[src/rtl/scaler_config.svh]
`ifndef SCALER_CONFIG_SVH
`define SCALER_CONFIG_SVH

// Bits per sample in the line buffer and on the output
`define SCALER_PIX_WIDTH 8

// Entries in the line buffer, so the longest source line
`define SCALER_LINE_DEPTH 64

// Width of a line length or a sample index
// Must be wide enough to hold SCALER_LINE_DEPTH itself
`define SCALER_RESO_WIDTH 7

`endif

[src/rtl/scaler_ctrl_pkg.sv]
`include "scaler_config.svh"

package scaler_ctrl_pkg;

	// ~~~~~~~~~~~~~~~~~~~~
	// Host commands
	// ~~~~~~~~~~~~~~~~~~~~

	typedef enum logic [1:0] {
		OP_NOP   = 2'd0,
		OP_SIZE  = 2'd1,
		OP_WRITE = 2'd2,
		OP_START = 2'd3
	} scaler_opcode_e;

	// OP_SIZE puts the source length in a and the output length in the low bits of b
	// OP_WRITE carries the sample in the low bits of b
	typedef struct packed {
		scaler_opcode_e                op;
		logic [`SCALER_RESO_WIDTH-1:0] a;
		logic [14:0]                   b;
	} scaler_cmd_t;

	// ~~~~~~~~~~~~~~~~~~~~
	// Engine control
	// ~~~~~~~~~~~~~~~~~~~~

	typedef enum logic [1:0] {
		ST_IDLE    = 2'd0,
		ST_RESTART = 2'd1,
		ST_RUN     = 2'd2,
		ST_DONE    = 2'd3
	} engine_state_e;

endpackage

[src/rtl/scaler_pixel_pkg.sv]
`include "scaler_config.svh"

package scaler_pixel_pkg;

	typedef logic [`SCALER_PIX_WIDTH-1:0] pix_t;

	// One output to be blended
	// Phase counts quarters from near toward far, 0 to 4
	typedef struct packed {
		pix_t       near;
		pix_t       far;
		logic [2:0] phase;
		logic       last;
	} blend_req_t;

	// A finished output sample with its position in the output line
	typedef struct packed {
		pix_t                          value;
		logic [`SCALER_RESO_WIDTH-1:0] index;
		logic                          last;
	} out_sample_t;

endpackage

[src/rtl/scaler_cmd_decode.sv]
`timescale 1ns/1ps
`include "scaler_config.svh"

module scaler_cmd_decode
	import scaler_ctrl_pkg::*;
	import scaler_pixel_pkg::*;
(
	input  logic                          clk,
	input  logic                          resetn,
	input  logic                          i_cmd_valid,
	input  scaler_cmd_t                   i_cmd,
	input  logic                          i_busy,
	input  logic [`SCALER_RESO_WIDTH-1:0] i_rd_addr,
	output logic [`SCALER_RESO_WIDTH-1:0] o_src_size,
	output logic [`SCALER_RESO_WIDTH-1:0] o_dst_size,
	output pix_t                          o_rd_data,
	output logic                          o_start,
	output logic                          o_cmd_error
);
	localparam int ADDR_WIDTH = $clog2(`SCALER_LINE_DEPTH);
	localparam logic [`SCALER_RESO_WIDTH-1:0] MAX_SRC = `SCALER_RESO_WIDTH'(`SCALER_LINE_DEPTH);

	pix_t line_mem [`SCALER_LINE_DEPTH];
	logic [ADDR_WIDTH-1:0] wr_ptr;
	logic is_size;
	logic is_write;
	logic is_start;
	logic size_ok;
	logic bad_start;
	logic bad_size;

	always_comb begin
		is_size = 1'b0;
		is_write = 1'b0;
		is_start = 1'b0;
		if (i_cmd_valid) begin
			unique case (i_cmd.op)
				OP_SIZE:  is_size = 1'b1;
				OP_WRITE: is_write = 1'b1;
				OP_START: is_start = 1'b1;
				default:  ;
			endcase
		end
	end

	// A run needs both lengths set, and the source line must fit the buffer
	assign size_ok = (o_src_size != '0) && (o_dst_size != '0) && (o_src_size <= MAX_SRC);
	assign bad_start = is_start && (i_busy || !size_ok);
	assign bad_size = is_size && i_busy;

	// The start pulse goes out in the same cycle as the command
	assign o_start = is_start && !i_busy && size_ok;

	always_ff @(posedge clk) begin
		if (resetn == 1'b0) begin
			o_src_size <= '0;
			o_dst_size <= '0;
			wr_ptr <= '0;
		end else if (is_size && !i_busy) begin
			o_src_size <= i_cmd.a;
			o_dst_size <= i_cmd.b[`SCALER_RESO_WIDTH-1:0];
			wr_ptr <= '0;
		end else if (is_write) begin
			wr_ptr <= wr_ptr + 1'b1;
		end
	end

	always_ff @(posedge clk) begin
		if (resetn == 1'b0)
			o_cmd_error <= 1'b0;
		else if (bad_start || bad_size)
			o_cmd_error <= 1'b1;
	end

	always_ff @(posedge clk) begin
		if (is_write)
			line_mem[wr_ptr] <= i_cmd.b[`SCALER_PIX_WIDTH-1:0];
	end

	// Asynchronous read for the engine
	assign o_rd_data = line_mem[i_rd_addr[ADDR_WIDTH-1:0]];

endmodule

[src/rtl/bilinear_scaler.sv]
`timescale 1ns/1ps

module bilinear_scaler #(
	parameter integer C_RESO_WIDTH = 10
) (
	input  logic                    clk,
	input  logic                    resetn,

	input  logic [C_RESO_WIDTH-1:0] ori_size,
	input  logic [C_RESO_WIDTH-1:0] scale_size,

	input  logic                    update_mul,

	output logic                    m_repeat_line,
	output logic [C_RESO_WIDTH-1:0] m_inv_cnt,
	output logic [C_RESO_WIDTH-1:0] o_inv_cnt,

	output logic                    m_ovalid,

	output logic [2:0]              ratio
);
	// Positions are kept at four times (2i+1) times the other length,
	// so source and output centres compare exactly and the quarter
	// boundaries fall on whole numbers
	localparam integer C_CMP_WIDTH = C_RESO_WIDTH * 2 + 3;

	logic [C_CMP_WIDTH-1:0] ori_ext;
	logic [C_CMP_WIDTH-1:0] scale_ext;

	// Next source centre, which is the right end of the current interval
	logic [C_CMP_WIDTH-1:0] m_mul;
	// Current output centre and the one after it
	logic [C_CMP_WIDTH-1:0] o_mul;
	logic [C_CMP_WIDTH-1:0] o_mul_next;
	// Quarter boundaries of the current interval, 1/8, 3/8, 5/8 and 7/8 of the way
	logic [C_CMP_WIDTH-1:0] m_spliter [4];

	logic update_mmul;
	logic update_omul;

	assign ori_ext = C_CMP_WIDTH'(ori_size);
	assign scale_ext = C_CMP_WIDTH'(scale_size);

	assign m_ovalid = m_mul > o_mul;
	// Hold the source while the following output still lies before the next centre
	assign m_repeat_line = m_mul > o_mul_next;

	assign ratio = (o_mul >= m_spliter[3]) ? 3'd4 :
		(o_mul >= m_spliter[2]) ? 3'd3 :
		(o_mul >= m_spliter[1]) ? 3'd2 :
		(o_mul >= m_spliter[0]) ? 3'd1 : 3'd0;

	assign update_mmul = update_mul && !m_repeat_line;
	assign update_omul = update_mul && m_ovalid;

	// ~~~~~~~~~~~~~~~~~~~~
	// Source side
	// ~~~~~~~~~~~~~~~~~~~~

	// The last source sample reaches to the line end, so every remaining output falls due
	always_ff @(posedge clk) begin
		if (resetn == 1'b0)
			m_mul <= (ori_size == 1) ? scale_ext * 8 : scale_ext * 12;
		else if (update_mmul) begin
			case (m_inv_cnt)
				1:       m_mul <= m_mul;
				2:       m_mul <= m_mul + scale_ext * 4;
				default: m_mul <= m_mul + scale_ext * 8;
			endcase
		end
	end

	always_ff @(posedge clk) begin
		if (resetn == 1'b0) begin
			m_spliter[0] <= scale_ext * 5;
			m_spliter[1] <= scale_ext * 7;
			m_spliter[2] <= scale_ext * 9;
			m_spliter[3] <= scale_ext * 11;
		end else if (update_mmul && m_inv_cnt != 1) begin
			// The old right end becomes the new interval start
			m_spliter[0] <= m_mul + scale_ext;
			m_spliter[1] <= m_mul + scale_ext * 3;
			m_spliter[2] <= m_mul + scale_ext * 5;
			m_spliter[3] <= m_mul + scale_ext * 7;
		end
	end

	// Stops at 1 while the last sample is repeated
	always_ff @(posedge clk) begin
		if (resetn == 1'b0)
			m_inv_cnt <= ori_size;
		else if (update_mmul && m_inv_cnt != 1)
			m_inv_cnt <= m_inv_cnt - 1'b1;
	end

	// ~~~~~~~~~~~~~~~~~~~~
	// Output side
	// ~~~~~~~~~~~~~~~~~~~~

	always_ff @(posedge clk) begin
		if (resetn == 1'b0) begin
			o_mul <= ori_ext * 4;
			o_mul_next <= ori_ext * 12;
		end else if (update_omul) begin
			o_mul <= o_mul_next;
			o_mul_next <= o_mul_next + ori_ext * 8;
		end
	end

	always_ff @(posedge clk) begin
		if (resetn == 1'b0)
			o_inv_cnt <= scale_size;
		else if (update_omul)
			o_inv_cnt <= o_inv_cnt - 1'b1;
	end

endmodule

[src/rtl/scaler_engine.sv]
`timescale 1ns/1ps
`include "scaler_config.svh"

module scaler_engine
	import scaler_ctrl_pkg::*;
	import scaler_pixel_pkg::*;
(
	input  logic                          clk,
	input  logic                          resetn,
	input  logic                          i_start,
	input  logic [`SCALER_RESO_WIDTH-1:0] i_src_size,
	input  logic [`SCALER_RESO_WIDTH-1:0] i_dst_size,
	input  pix_t                          i_rd_data,
	output logic [`SCALER_RESO_WIDTH-1:0] o_rd_addr,
	output logic                          o_busy,
	output logic                          o_req_valid,
	output blend_req_t                    o_req
);
	localparam int RW = `SCALER_RESO_WIDTH;

	engine_state_e state;
	engine_state_e state_next;

	logic [RW-1:0] src_idx;
	pix_t near_q;
	logic busy_q;

	logic step_resetn;
	logic step_update;
	logic m_repeat_line;
	logic m_ovalid;
	logic [RW-1:0] m_inv_cnt;
	logic [RW-1:0] o_inv_cnt;
	logic [2:0] ratio;

	logic at_end;
	logic advance;
	logic last_out;

	// The stepper reloads from the sizes while the engine sits in ST_RESTART
	assign step_resetn = resetn && (state != ST_RESTART);
	assign step_update = (state == ST_RUN);

	// m_inv_cnt reads 1 once the source index sits on the last sample
	assign at_end = (m_inv_cnt == RW'(1));
	assign advance = step_update && !m_repeat_line && !at_end;
	assign last_out = m_ovalid && (o_inv_cnt == RW'(1));

	bilinear_scaler #(
		.C_RESO_WIDTH(RW)
	) bilinear_scaler_inst (
		.clk(clk),
		.resetn(step_resetn),
		.ori_size(i_src_size),
		.scale_size(i_dst_size),
		.update_mul(step_update),
		.m_repeat_line(m_repeat_line),
		.m_inv_cnt(m_inv_cnt),
		.o_inv_cnt(o_inv_cnt),
		.m_ovalid(m_ovalid),
		.ratio(ratio)
	);

	// ~~~~~~~~~~~~~~~~~~~~
	// Run FSM
	// ~~~~~~~~~~~~~~~~~~~~

	always_comb begin
		state_next = state;
		unique case (state)
			ST_IDLE:    if (i_start) state_next = ST_RESTART;
			ST_RESTART: state_next = ST_RUN;
			ST_RUN:     if (last_out) state_next = ST_DONE;
			ST_DONE:    state_next = ST_IDLE;
			default:    state_next = ST_IDLE;
		endcase
	end

	always_ff @(posedge clk) begin
		if (resetn == 1'b0)
			state <= ST_IDLE;
		else
			state <= state_next;
	end

	// Busy stays up through ST_DONE and drops the cycle after the last output
	always_ff @(posedge clk) begin
		if (resetn == 1'b0)
			busy_q <= 1'b0;
		else if (state == ST_IDLE && i_start)
			busy_q <= 1'b1;
		else if (state == ST_DONE)
			busy_q <= 1'b0;
	end

	assign o_busy = busy_q;

	// ~~~~~~~~~~~~~~~~~~~~
	// Sample fetch
	// ~~~~~~~~~~~~~~~~~~~~

	// The single read port always looks one sample ahead. The near sample is
	// kept here, and the far one becomes near when the source advances
	always_comb begin
		if (state == ST_RESTART)
			o_rd_addr = '0;
		else if (at_end)
			o_rd_addr = src_idx;
		else
			o_rd_addr = src_idx + 1'b1;
	end

	always_ff @(posedge clk) begin
		if (resetn == 1'b0)
			src_idx <= '0;
		else if (state == ST_RESTART)
			src_idx <= '0;
		else if (advance)
			src_idx <= src_idx + 1'b1;
	end

	always_ff @(posedge clk) begin
		if (state == ST_RESTART || advance)
			near_q <= i_rd_data;
	end

	assign o_req_valid = step_update && m_ovalid;

	always_comb begin
		o_req.near = near_q;
		o_req.far = i_rd_data;
		o_req.phase = ratio;
		o_req.last = (o_inv_cnt == RW'(1));
	end

endmodule

[src/rtl/scaler_result.sv]
`timescale 1ns/1ps
`include "scaler_config.svh"

module scaler_result
	import scaler_pixel_pkg::*;
(
	input  logic        clk,
	input  logic        resetn,
	input  logic        i_req_valid,
	input  blend_req_t  i_req,
	output logic        o_out_valid,
	output out_sample_t o_out
);
	// Room for four full samples plus the rounding term
	localparam int SW = `SCALER_PIX_WIDTH + 3;

	logic [2:0] near_w;
	logic [2:0] far_w;
	logic [SW-1:0] blend_sum;
	logic [`SCALER_RESO_WIDTH-1:0] out_idx;

	assign far_w = i_req.phase;
	assign near_w = 3'd4 - i_req.phase;

	// Weights add up to four, so dividing by four after adding two rounds to nearest
	assign blend_sum = SW'(i_req.near) * SW'(near_w)
		+ SW'(i_req.far) * SW'(far_w)
		+ SW'(2);

	always_ff @(posedge clk) begin
		if (resetn == 1'b0)
			o_out_valid <= 1'b0;
		else
			o_out_valid <= i_req_valid;
	end

	always_ff @(posedge clk) begin
		if (i_req_valid) begin
			o_out.value <= blend_sum[SW-2:2];
			o_out.index <= out_idx;
			o_out.last <= i_req.last;
		end
	end

	// Numbering starts over after the last sample of a run
	always_ff @(posedge clk) begin
		if (resetn == 1'b0)
			out_idx <= '0;
		else if (i_req_valid)
			out_idx <= i_req.last ? '0 : out_idx + 1'b1;
	end

endmodule

[src/rtl/line_scaler_top.sv]
`timescale 1ns/1ps
`include "scaler_config.svh"

module line_scaler_top
	import scaler_ctrl_pkg::*;
	import scaler_pixel_pkg::*;
(
	input  logic        clk,
	input  logic        resetn,
	input  logic        i_cmd_valid,
	input  scaler_cmd_t i_cmd,
	output logic        o_out_valid,
	output out_sample_t o_out,
	output logic        o_busy,
	output logic        o_cmd_error
);
	logic [`SCALER_RESO_WIDTH-1:0] src_size;
	logic [`SCALER_RESO_WIDTH-1:0] dst_size;
	logic [`SCALER_RESO_WIDTH-1:0] rd_addr;
	pix_t rd_data;
	logic start;
	logic req_valid;
	blend_req_t req;

	scaler_cmd_decode scaler_cmd_decode_inst (
		.clk(clk),
		.resetn(resetn),
		.i_cmd_valid(i_cmd_valid),
		.i_cmd(i_cmd),
		.i_busy(o_busy),
		.i_rd_addr(rd_addr),
		.o_src_size(src_size),
		.o_dst_size(dst_size),
		.o_rd_data(rd_data),
		.o_start(start),
		.o_cmd_error(o_cmd_error)
	);

	scaler_engine scaler_engine_inst (
		.clk(clk),
		.resetn(resetn),
		.i_start(start),
		.i_src_size(src_size),
		.i_dst_size(dst_size),
		.i_rd_data(rd_data),
		.o_rd_addr(rd_addr),
		.o_busy(o_busy),
		.o_req_valid(req_valid),
		.o_req(req)
	);

	scaler_result scaler_result_inst (
		.clk(clk),
		.resetn(resetn),
		.i_req_valid(req_valid),
		.i_req(req),
		.o_out_valid(o_out_valid),
		.o_out(o_out)
	);

endmodule

[config.mk]
export PLATFORM = sky130hd
export DESIGN_NAME = line_scaler_top
export DESIGN_NICKNAME = d
export VERILOG_FILES = /design/src/rtl/scaler_ctrl_pkg.sv /design/src/rtl/scaler_pixel_pkg.sv /design/src/rtl/scaler_cmd_decode.sv /design/src/rtl/bilinear_scaler.sv /design/src/rtl/scaler_engine.sv /design/src/rtl/scaler_result.sv /design/src/rtl/line_scaler_top.sv
export VERILOG_INCLUDE_DIRS = /design/src /design/src/rtl
export SDC_FILE = /design/constraint.sdc
export NUM_CORES = 1
export LEC_CHECK = 0
export BUFFER_PORTS_ARGS = -buffer_cell sky130_fd_sc_hd__buf_2
export CORE_MARGIN = 4
export CORE_UTILIZATION = 55
export CTS_BUF_LIST = sky130_fd_sc_hd__clkbuf_4 sky130_fd_sc_hd__clkbuf_8 sky130_fd_sc_hd__clkbuf_16
export DETAILED_ROUTE_END_ITERATION = 8
export PLACE_DENSITY = 0.71
export SYNTH_ARGS = -nofsm -noshare
export SYNTH_HDL_FRONTEND = slang
export SYNTH_HIERARCHICAL = 1
export SYNTH_SLANG_ARGS = --single-unit
[constraint.sdc]
create_clock -name clk -period 8.5 [get_ports clk]
set_input_delay 1.275 -clock clk [delete_from_list [all_inputs] [get_ports clk]]
set_output_delay 1.275 -clock clk [all_outputs]
set_load 0.03 [all_outputs]
==> results of run 1 <==
## registers in the layout, indices dropped and copies added, names as in the netlist, 7 cells and up
name                                                cells
scaler_cmd_decode_inst/line_mem                       512
scaler_engine_inst/bilinear_scaler_inst/m_spliter      63
scaler_result_inst/o_out                               16
scaler_engine_inst/bilinear_scaler_inst/m_mul          15
scaler_engine_inst/bilinear_scaler_inst/o_mul          15
scaler_engine_inst/bilinear_scaler_inst/o_mul_next     15
scaler_engine_inst/near_q                               8
scaler_cmd_decode_inst/o_dst_size                       7
scaler_cmd_decode_inst/o_src_size                       7
scaler_engine_inst/bilinear_scaler_inst/m_inv_cnt       7
scaler_engine_inst/bilinear_scaler_inst/o_inv_cnt       7
scaler_result_inst/out_idx                              7
## report_power, final
group          internal [mW]  switching, mW
Clock                   1.87           1.32
Combinational           1.41           1.76
Sequential              4.08          0.302
## critical path, cell delays in order (launching register included)
cell	delay, ns
edfxtp_1	0.51
nor4b_4	0.66
nand2_1	0.17
xnor2_1	0.20
nor2_4	0.59
buf_12	0.34
mux4_2	0.57
mux2_2	0.31
o22ai_1	0.30
o21ai_0	0.44
and2_1	0.32
fa_1	0.45
fa_1	0.49
inv_1	0.05
fa_1	0.47
inv_1	0.04
ha_1	0.32
nor2b_1	0.16
o21ai_2	0.13
a21oi_1	0.10
o41ai_1	0.31
xnor2_1	0.12
## final cells by class
cell class	instances	area share
multi-input cells	1638	0.364
clock inverters	39	0.0109
repair buffers	71	0.0127
diodes	1	0.0000633
well taps	855	0.0271
inverters	182	0.0173
clock buffers	93	0.0507
flip-flops and latches	696	0.517
## per-layer routing
metal  track usage  vias to the layer above  share of wire
met3        0.0432                      154          0.085
met1         0.326                    11000           0.41
met2         0.396                      896           0.48
met5             0                        -        0.00028
li1              -                     9913              -
met4        0.0688                        4          0.025
## final timing paths
| kind | from | endpoint | slack [ns] | cells past startpoint |
|---|---|---|---|---|
| worst max-delay path | flip-flop | scaler_result_inst/o_out[15]$_DFFE_PP_ | 1.13 | 21 |
| worst min register to register | scaler_cmd_decode_inst/o_cmd_error$_SDFFE_PN0P_ | scaler_cmd_decode_inst/o_cmd_error$_SDFFE_PN0P_ | 0.46 | 1 |
| worst max register to register | flip-flop | scaler_result_inst/o_out[15]$_DFFE_PP_ | 1.13 | 21 |
| worst min-delay path | scaler_cmd_decode_inst/o_cmd_error$_SDFFE_PN0P_ | scaler_cmd_decode_inst/o_cmd_error$_SDFFE_PN0P_ | 0.46 | 1 |
## through the flow
step / utilization / power, mW / std cells
after floorplan: - / 6.78 / 2611
after global placement: 0.573 / 7.48 / 3442
after detailed placement: 0.573 / 7.62 / 3442
after CTS: 0.611 / 10.8 / 3574
after global routing: 0.611 / 11.4 / 3574
final: 0.611 / 10.7 / 3575
==> flow_summary.ini, run 1 <==
[power_and_ir_drop]
vdd_drop_max_uv = 196
p_leak_nw = 14.2
power.density_nw_per_um2 = 272

[final_layout]
multi_input_area_um2 = 14400
drive_gt1_frac = 0.145
seqCellArea_um2 = 20400
area_delta_synth_final_pct = 9.61
stdcell_area_um2 = 39500
nFillCells = 4846
layout_common_cells = edfxtp_1, nor2_1, ha_1
layout_commonest_cell = edfxtp_1
nNetsFinal = 2962

[cts]
cts_setup_buffers = 0
cts.sinks = 696
clk_latency_ns = 0.64
cts_hold_buf = 0
clockBufferDepth = 3
ctsRootBufferMaster = clkbuf_16
cts.repair.resized = 0
clkTransAtPathRegs_ns = 0.06
cts_buffers = 72
cts_tree = done
ctsHtreeMaxLevel = 3

[placement]
gp_congestion = 0.899
dp_hpwl_mm = 55.1
post_dp_cell_area_um2 = 37100
io_buffers = 38
dp_slack_ns = 1.19

[critical_path]
critPathRequiredTime_ns = 8.86
worstPathArrival_ns = 7.72
crit_type = flip-flop to flip-flop
start_kind = flip-flop
cp-end-kind = flip-flop
cp_max_fo = 29

[global_route]
grt.total_usage = 0.238
antenna_found_initial = 2
grt_first_pass_wirelength_mm = 129
grt_max_degree = 85
grt_pass1_vias = 22500
grt_overflow = 0

[synthesis]
synth_fp_nets = 2912
avgSynthCellArea_um2 = 13.8
ys.warnings.count = 6
netlist_instances = 2611
syn_area_um2 = 36000

[sta]
setup_tns_ns = 0
setup_slack_ns = 1.13
finalCritPeriodShare = 0.867
hold_ws_ns = 0.458
finalSetupViolations = 0
fin_crit_ns = 7.37
fmax_ghz = 0.136
slew_headroom = 0.175
hold_viol = 0
finalClockSkew_ns = 0.0274
maxSlewViolCount = 0
tightest_slew_ns = 1.24
rsz0062_at_grt = no

[detailed_routing]
post-route-drc-count = 0
wl_per_cell_um = 23.3
drtPass1Iterations = 6
dr_total_vias = 22000
totalWireLength_mm = 83.5
drtAntennaViolNets = 0
vias_per_cell = 6.16
dr.first_iter.drc_count = 2313

[worst_hold_path]
worstHoldPathType = flip-flop to flip-flop

[job]
cap_viol_max_count = 0

[floorplanning]
die_area_um2 = 69700
num_rows = 93
boundaryPins = 46
die_h_um = 264
core_um2 = 64700
start_util = 0.557
die_w_um = 264

[run_status]
outcome = finished clean
No activity file was read; power rests on OpenSTA's default activity.
==> run 2, diff against run 1 <==
--- a/config.mk
+++ b/config.mk
@@ -8,2 +8,3 @@
 export LEC_CHECK = 0
+export ABC_AREA = 1
 export BUFFER_PORTS_ARGS = -buffer_cell sky130_fd_sc_hd__buf_2
@@ -14,2 +15,3 @@
 export PLACE_DENSITY = 0.71
+export REMOVE_ABC_BUFFERS = 1
 export SYNTH_ARGS = -nofsm -noshare
--- a/constraint.sdc
+++ b/constraint.sdc
@@ -3,2 +3,2 @@
 set_output_delay 1.275 -clock clk [all_outputs]
-set_load 0.03 [all_outputs]
+set_load 0.1 [all_outputs]
==> run 2 against run 1 <==
Global-route usage is 0.57 points higher. Critical path depth is 9 higher. Worst setup slack better by 0.68 ns. Clock power is 2% higher. First-iteration DRC count is 12% higher.
==> flow_summary.ini, run 2 <==
[cts]
cts_setup_buffers = 0
ctsRootBufferMaster = clkbuf_16
cts.sinks = 696
cts_buffers = 74
clk_latency_ns = 0.62
clkTransAtPathRegs_ns = 0.06
ctsHtreeMaxLevel = 3
cts.repair.resized = 0
cts_hold_buf = 0
cts_tree = done
clockBufferDepth = 3

[final_layout]
antenna-diode-count = 0
nNetsFinal = 4419
layout_common_cells = nand2_1, edfxtp_1, nand3_1
largest_reg_flops = 512
area_delta_synth_final_pct = 8.16
stdcell_count = 5106
largestRegisters = scaler_cmd_decode_inst/line_mem: 512 flops, scaler_engine_inst/bilinear_scaler_inst/m_spliter: 63 flops, scaler_result_inst/o_out: 16 flops
nFillCells = 5739
layout_commonest_cell = nand2_1
drive_gt1_frac = 0.0623
largest-register = scaler_cmd_decode_inst/line_mem

[worst_hold_path]
worstHoldPathType = flip-flop to flip-flop

[power_and_ir_drop]
power.density_nw_per_um2 = 418
comb_power_share = 0.543
seqPwrFrac = 0.271
p_int_mw = 9.48
clkPwrFrac = 0.186
vdd_drop_max_uv = 761
fin_total_pwr_mw = 17.4
p_leak_nw = 17.9
switching_power_mw = 7.96
switching_share = 0.457

[critical_path]
cp_max_fo = 101
crit_type = flip-flop to flip-flop
critPathRequiredTime_ns = 8.87
slowest_delay_ns = 0.60
start_kind = flip-flop
crit_slowest_cell = inv_6
cp.depth = 30
crit_family = adder cells
worstPathArrival_ns = 7.05
r2r_end = scaler_result_inst/o_out[15]$_DFFE_PP_
cp-end-kind = flip-flop
r2r_setup_slack_ns = 1.82
endpoint = scaler_result_inst/o_out[15]$_DFFE_PP_
crit_path_frequent_cell = nand2_1
ff2ff_path_depth = 30
crit_buf_inv = 7

[detailed_routing]
dr_total_vias = 28000
wl_per_cell_um = 17.7
vias_per_cell = 5.49
wl_met2_mm = 42.5
post-route-drc-count = 0
drtPass1Iterations = 6
highest-signal-layer = met4
dr.first_iter.drc_count = 2583
drtAntennaViolNets = 0
wl_met3_mm = 6.65
met1Wirelength_mm = 38.5
totalWireLength_mm = 90.6

[sta]
slew_headroom = 0.139
finalCritPeriodShare = 0.786
fmax_ghz = 0.150
hold_viol = 0
finalSetupViolations = 0
tightest_slew_ns = 1.28
fin_crit_ns = 6.68
rsz0062_at_grt = no
maxSlewViolCount = 0
finalClockSkew_ns = 0.0245

[floorplanning]
die_h_um = 273
num_rows = 96
die_area_um2 = 74400
core_um2 = 69100
start_util = 0.558
boundaryPins = 46
die_w_um = 273

[run_status]
outcome = finished clean

[global_route]
grt_pass1_vias = 26700
antenna_found_initial = 1
grt_first_pass_wirelength_mm = 144
grt.total_usage = 0.244
grt_overflow = 0
grt_max_degree = 155

[synthesis]
netlist_instances = 4129
ys.warnings.count = 6
syn_area_um2 = 38500
avgSynthCellArea_um2 = 9.33

[job]
cap_viol_max_count = 0

[placement]
io_buffers = 38
dp.cells = 4973
dp_hpwl_mm = 58.4
gp_congestion = 0.895
==> run 2: power by group through the flow <==
stage | Clock (mW) | Combinational (mW) | Sequential [mW]
after detailed placement | 0 | 9.44 | 4.78
after CTS | 3.30 | 9.49 | 4.71
after global routing | 3.44 | 10.9 | 4.76
final | 3.24 | 9.47 | 4.72
after floorplan | 0 | 7.01 | 4.86
after global placement | 0 | 9.17 | 4.77
==> run 2: how the worst min path moves through the flow <==
stage                                                from                                     to  depth (start not counted)
2_1_floorplan  scaler_result_inst/out_idx[5]$_SDFFE_PN0P_  scaler_result_inst/o_out[6]$_DFFE_PP_                          0
3_3_place_gp   scaler_result_inst/out_idx[5]$_SDFFE_PN0P_  scaler_result_inst/o_out[6]$_DFFE_PP_                          0
3_5_place_dp   scaler_result_inst/out_idx[5]$_SDFFE_PN0P_  scaler_result_inst/o_out[6]$_DFFE_PP_                          0
4_1_cts        scaler_result_inst/out_idx[5]$_SDFFE_PN0P_  scaler_result_inst/o_out[6]$_DFFE_PP_                          0
5_1_grt        scaler_result_inst/out_idx[5]$_SDFFE_PN0P_  scaler_result_inst/o_out[6]$_DFFE_PP_                          0
6_report       scaler_result_inst/out_idx[5]$_SDFFE_PN0P_  scaler_result_inst/o_out[6]$_DFFE_PP_                          0
==> run 2: area by class of cell <==
type / instances / area, µm² / area share
multi-input cells: 2841 / 15500 / 0.371
clock buffers: 100 / 2090 / 0.0502
flip-flops and latches: 696 / 20400 / 0.490
clock inverters: 33 / 372 / 0.00891
inverters: 430 / 1630 / 0.0390
repair buffers: 75 / 531 / 0.0127
well taps: 931 / 1160 / 0.0279
==> run 2: stage by stage <==
| step | TNS, ns | utilization | cell area (µm²) | setup slack [ns] | hold WS [ns] |
|---|---|---|---|---|---|
| global placement | 0 | 0.568 | 39200 | 2.00 | 0.413 |
| finish | 0 | 0.604 | 41700 | 1.82 | 0.430 |
| global route | 0 | 0.604 | 41700 | 1.44 | 0.439 |
| detailed placement | 0 | 0.568 | 39200 | 1.90 | 0.420 |
| floorplan | -119.89 | - | 37500 | -8.79 | 0.408 |
| CTS | 0 | 0.604 | 41700 | 1.88 | 0.434 |
==> run 2: metal layers <==
layer / vias up / global-route usage
met5: - / 0
met4: 0 / 0.0786
met3: 195 / 0.0361
met2: 997 / 0.402
met1: 13100 / 0.336
li1: 13800 / -
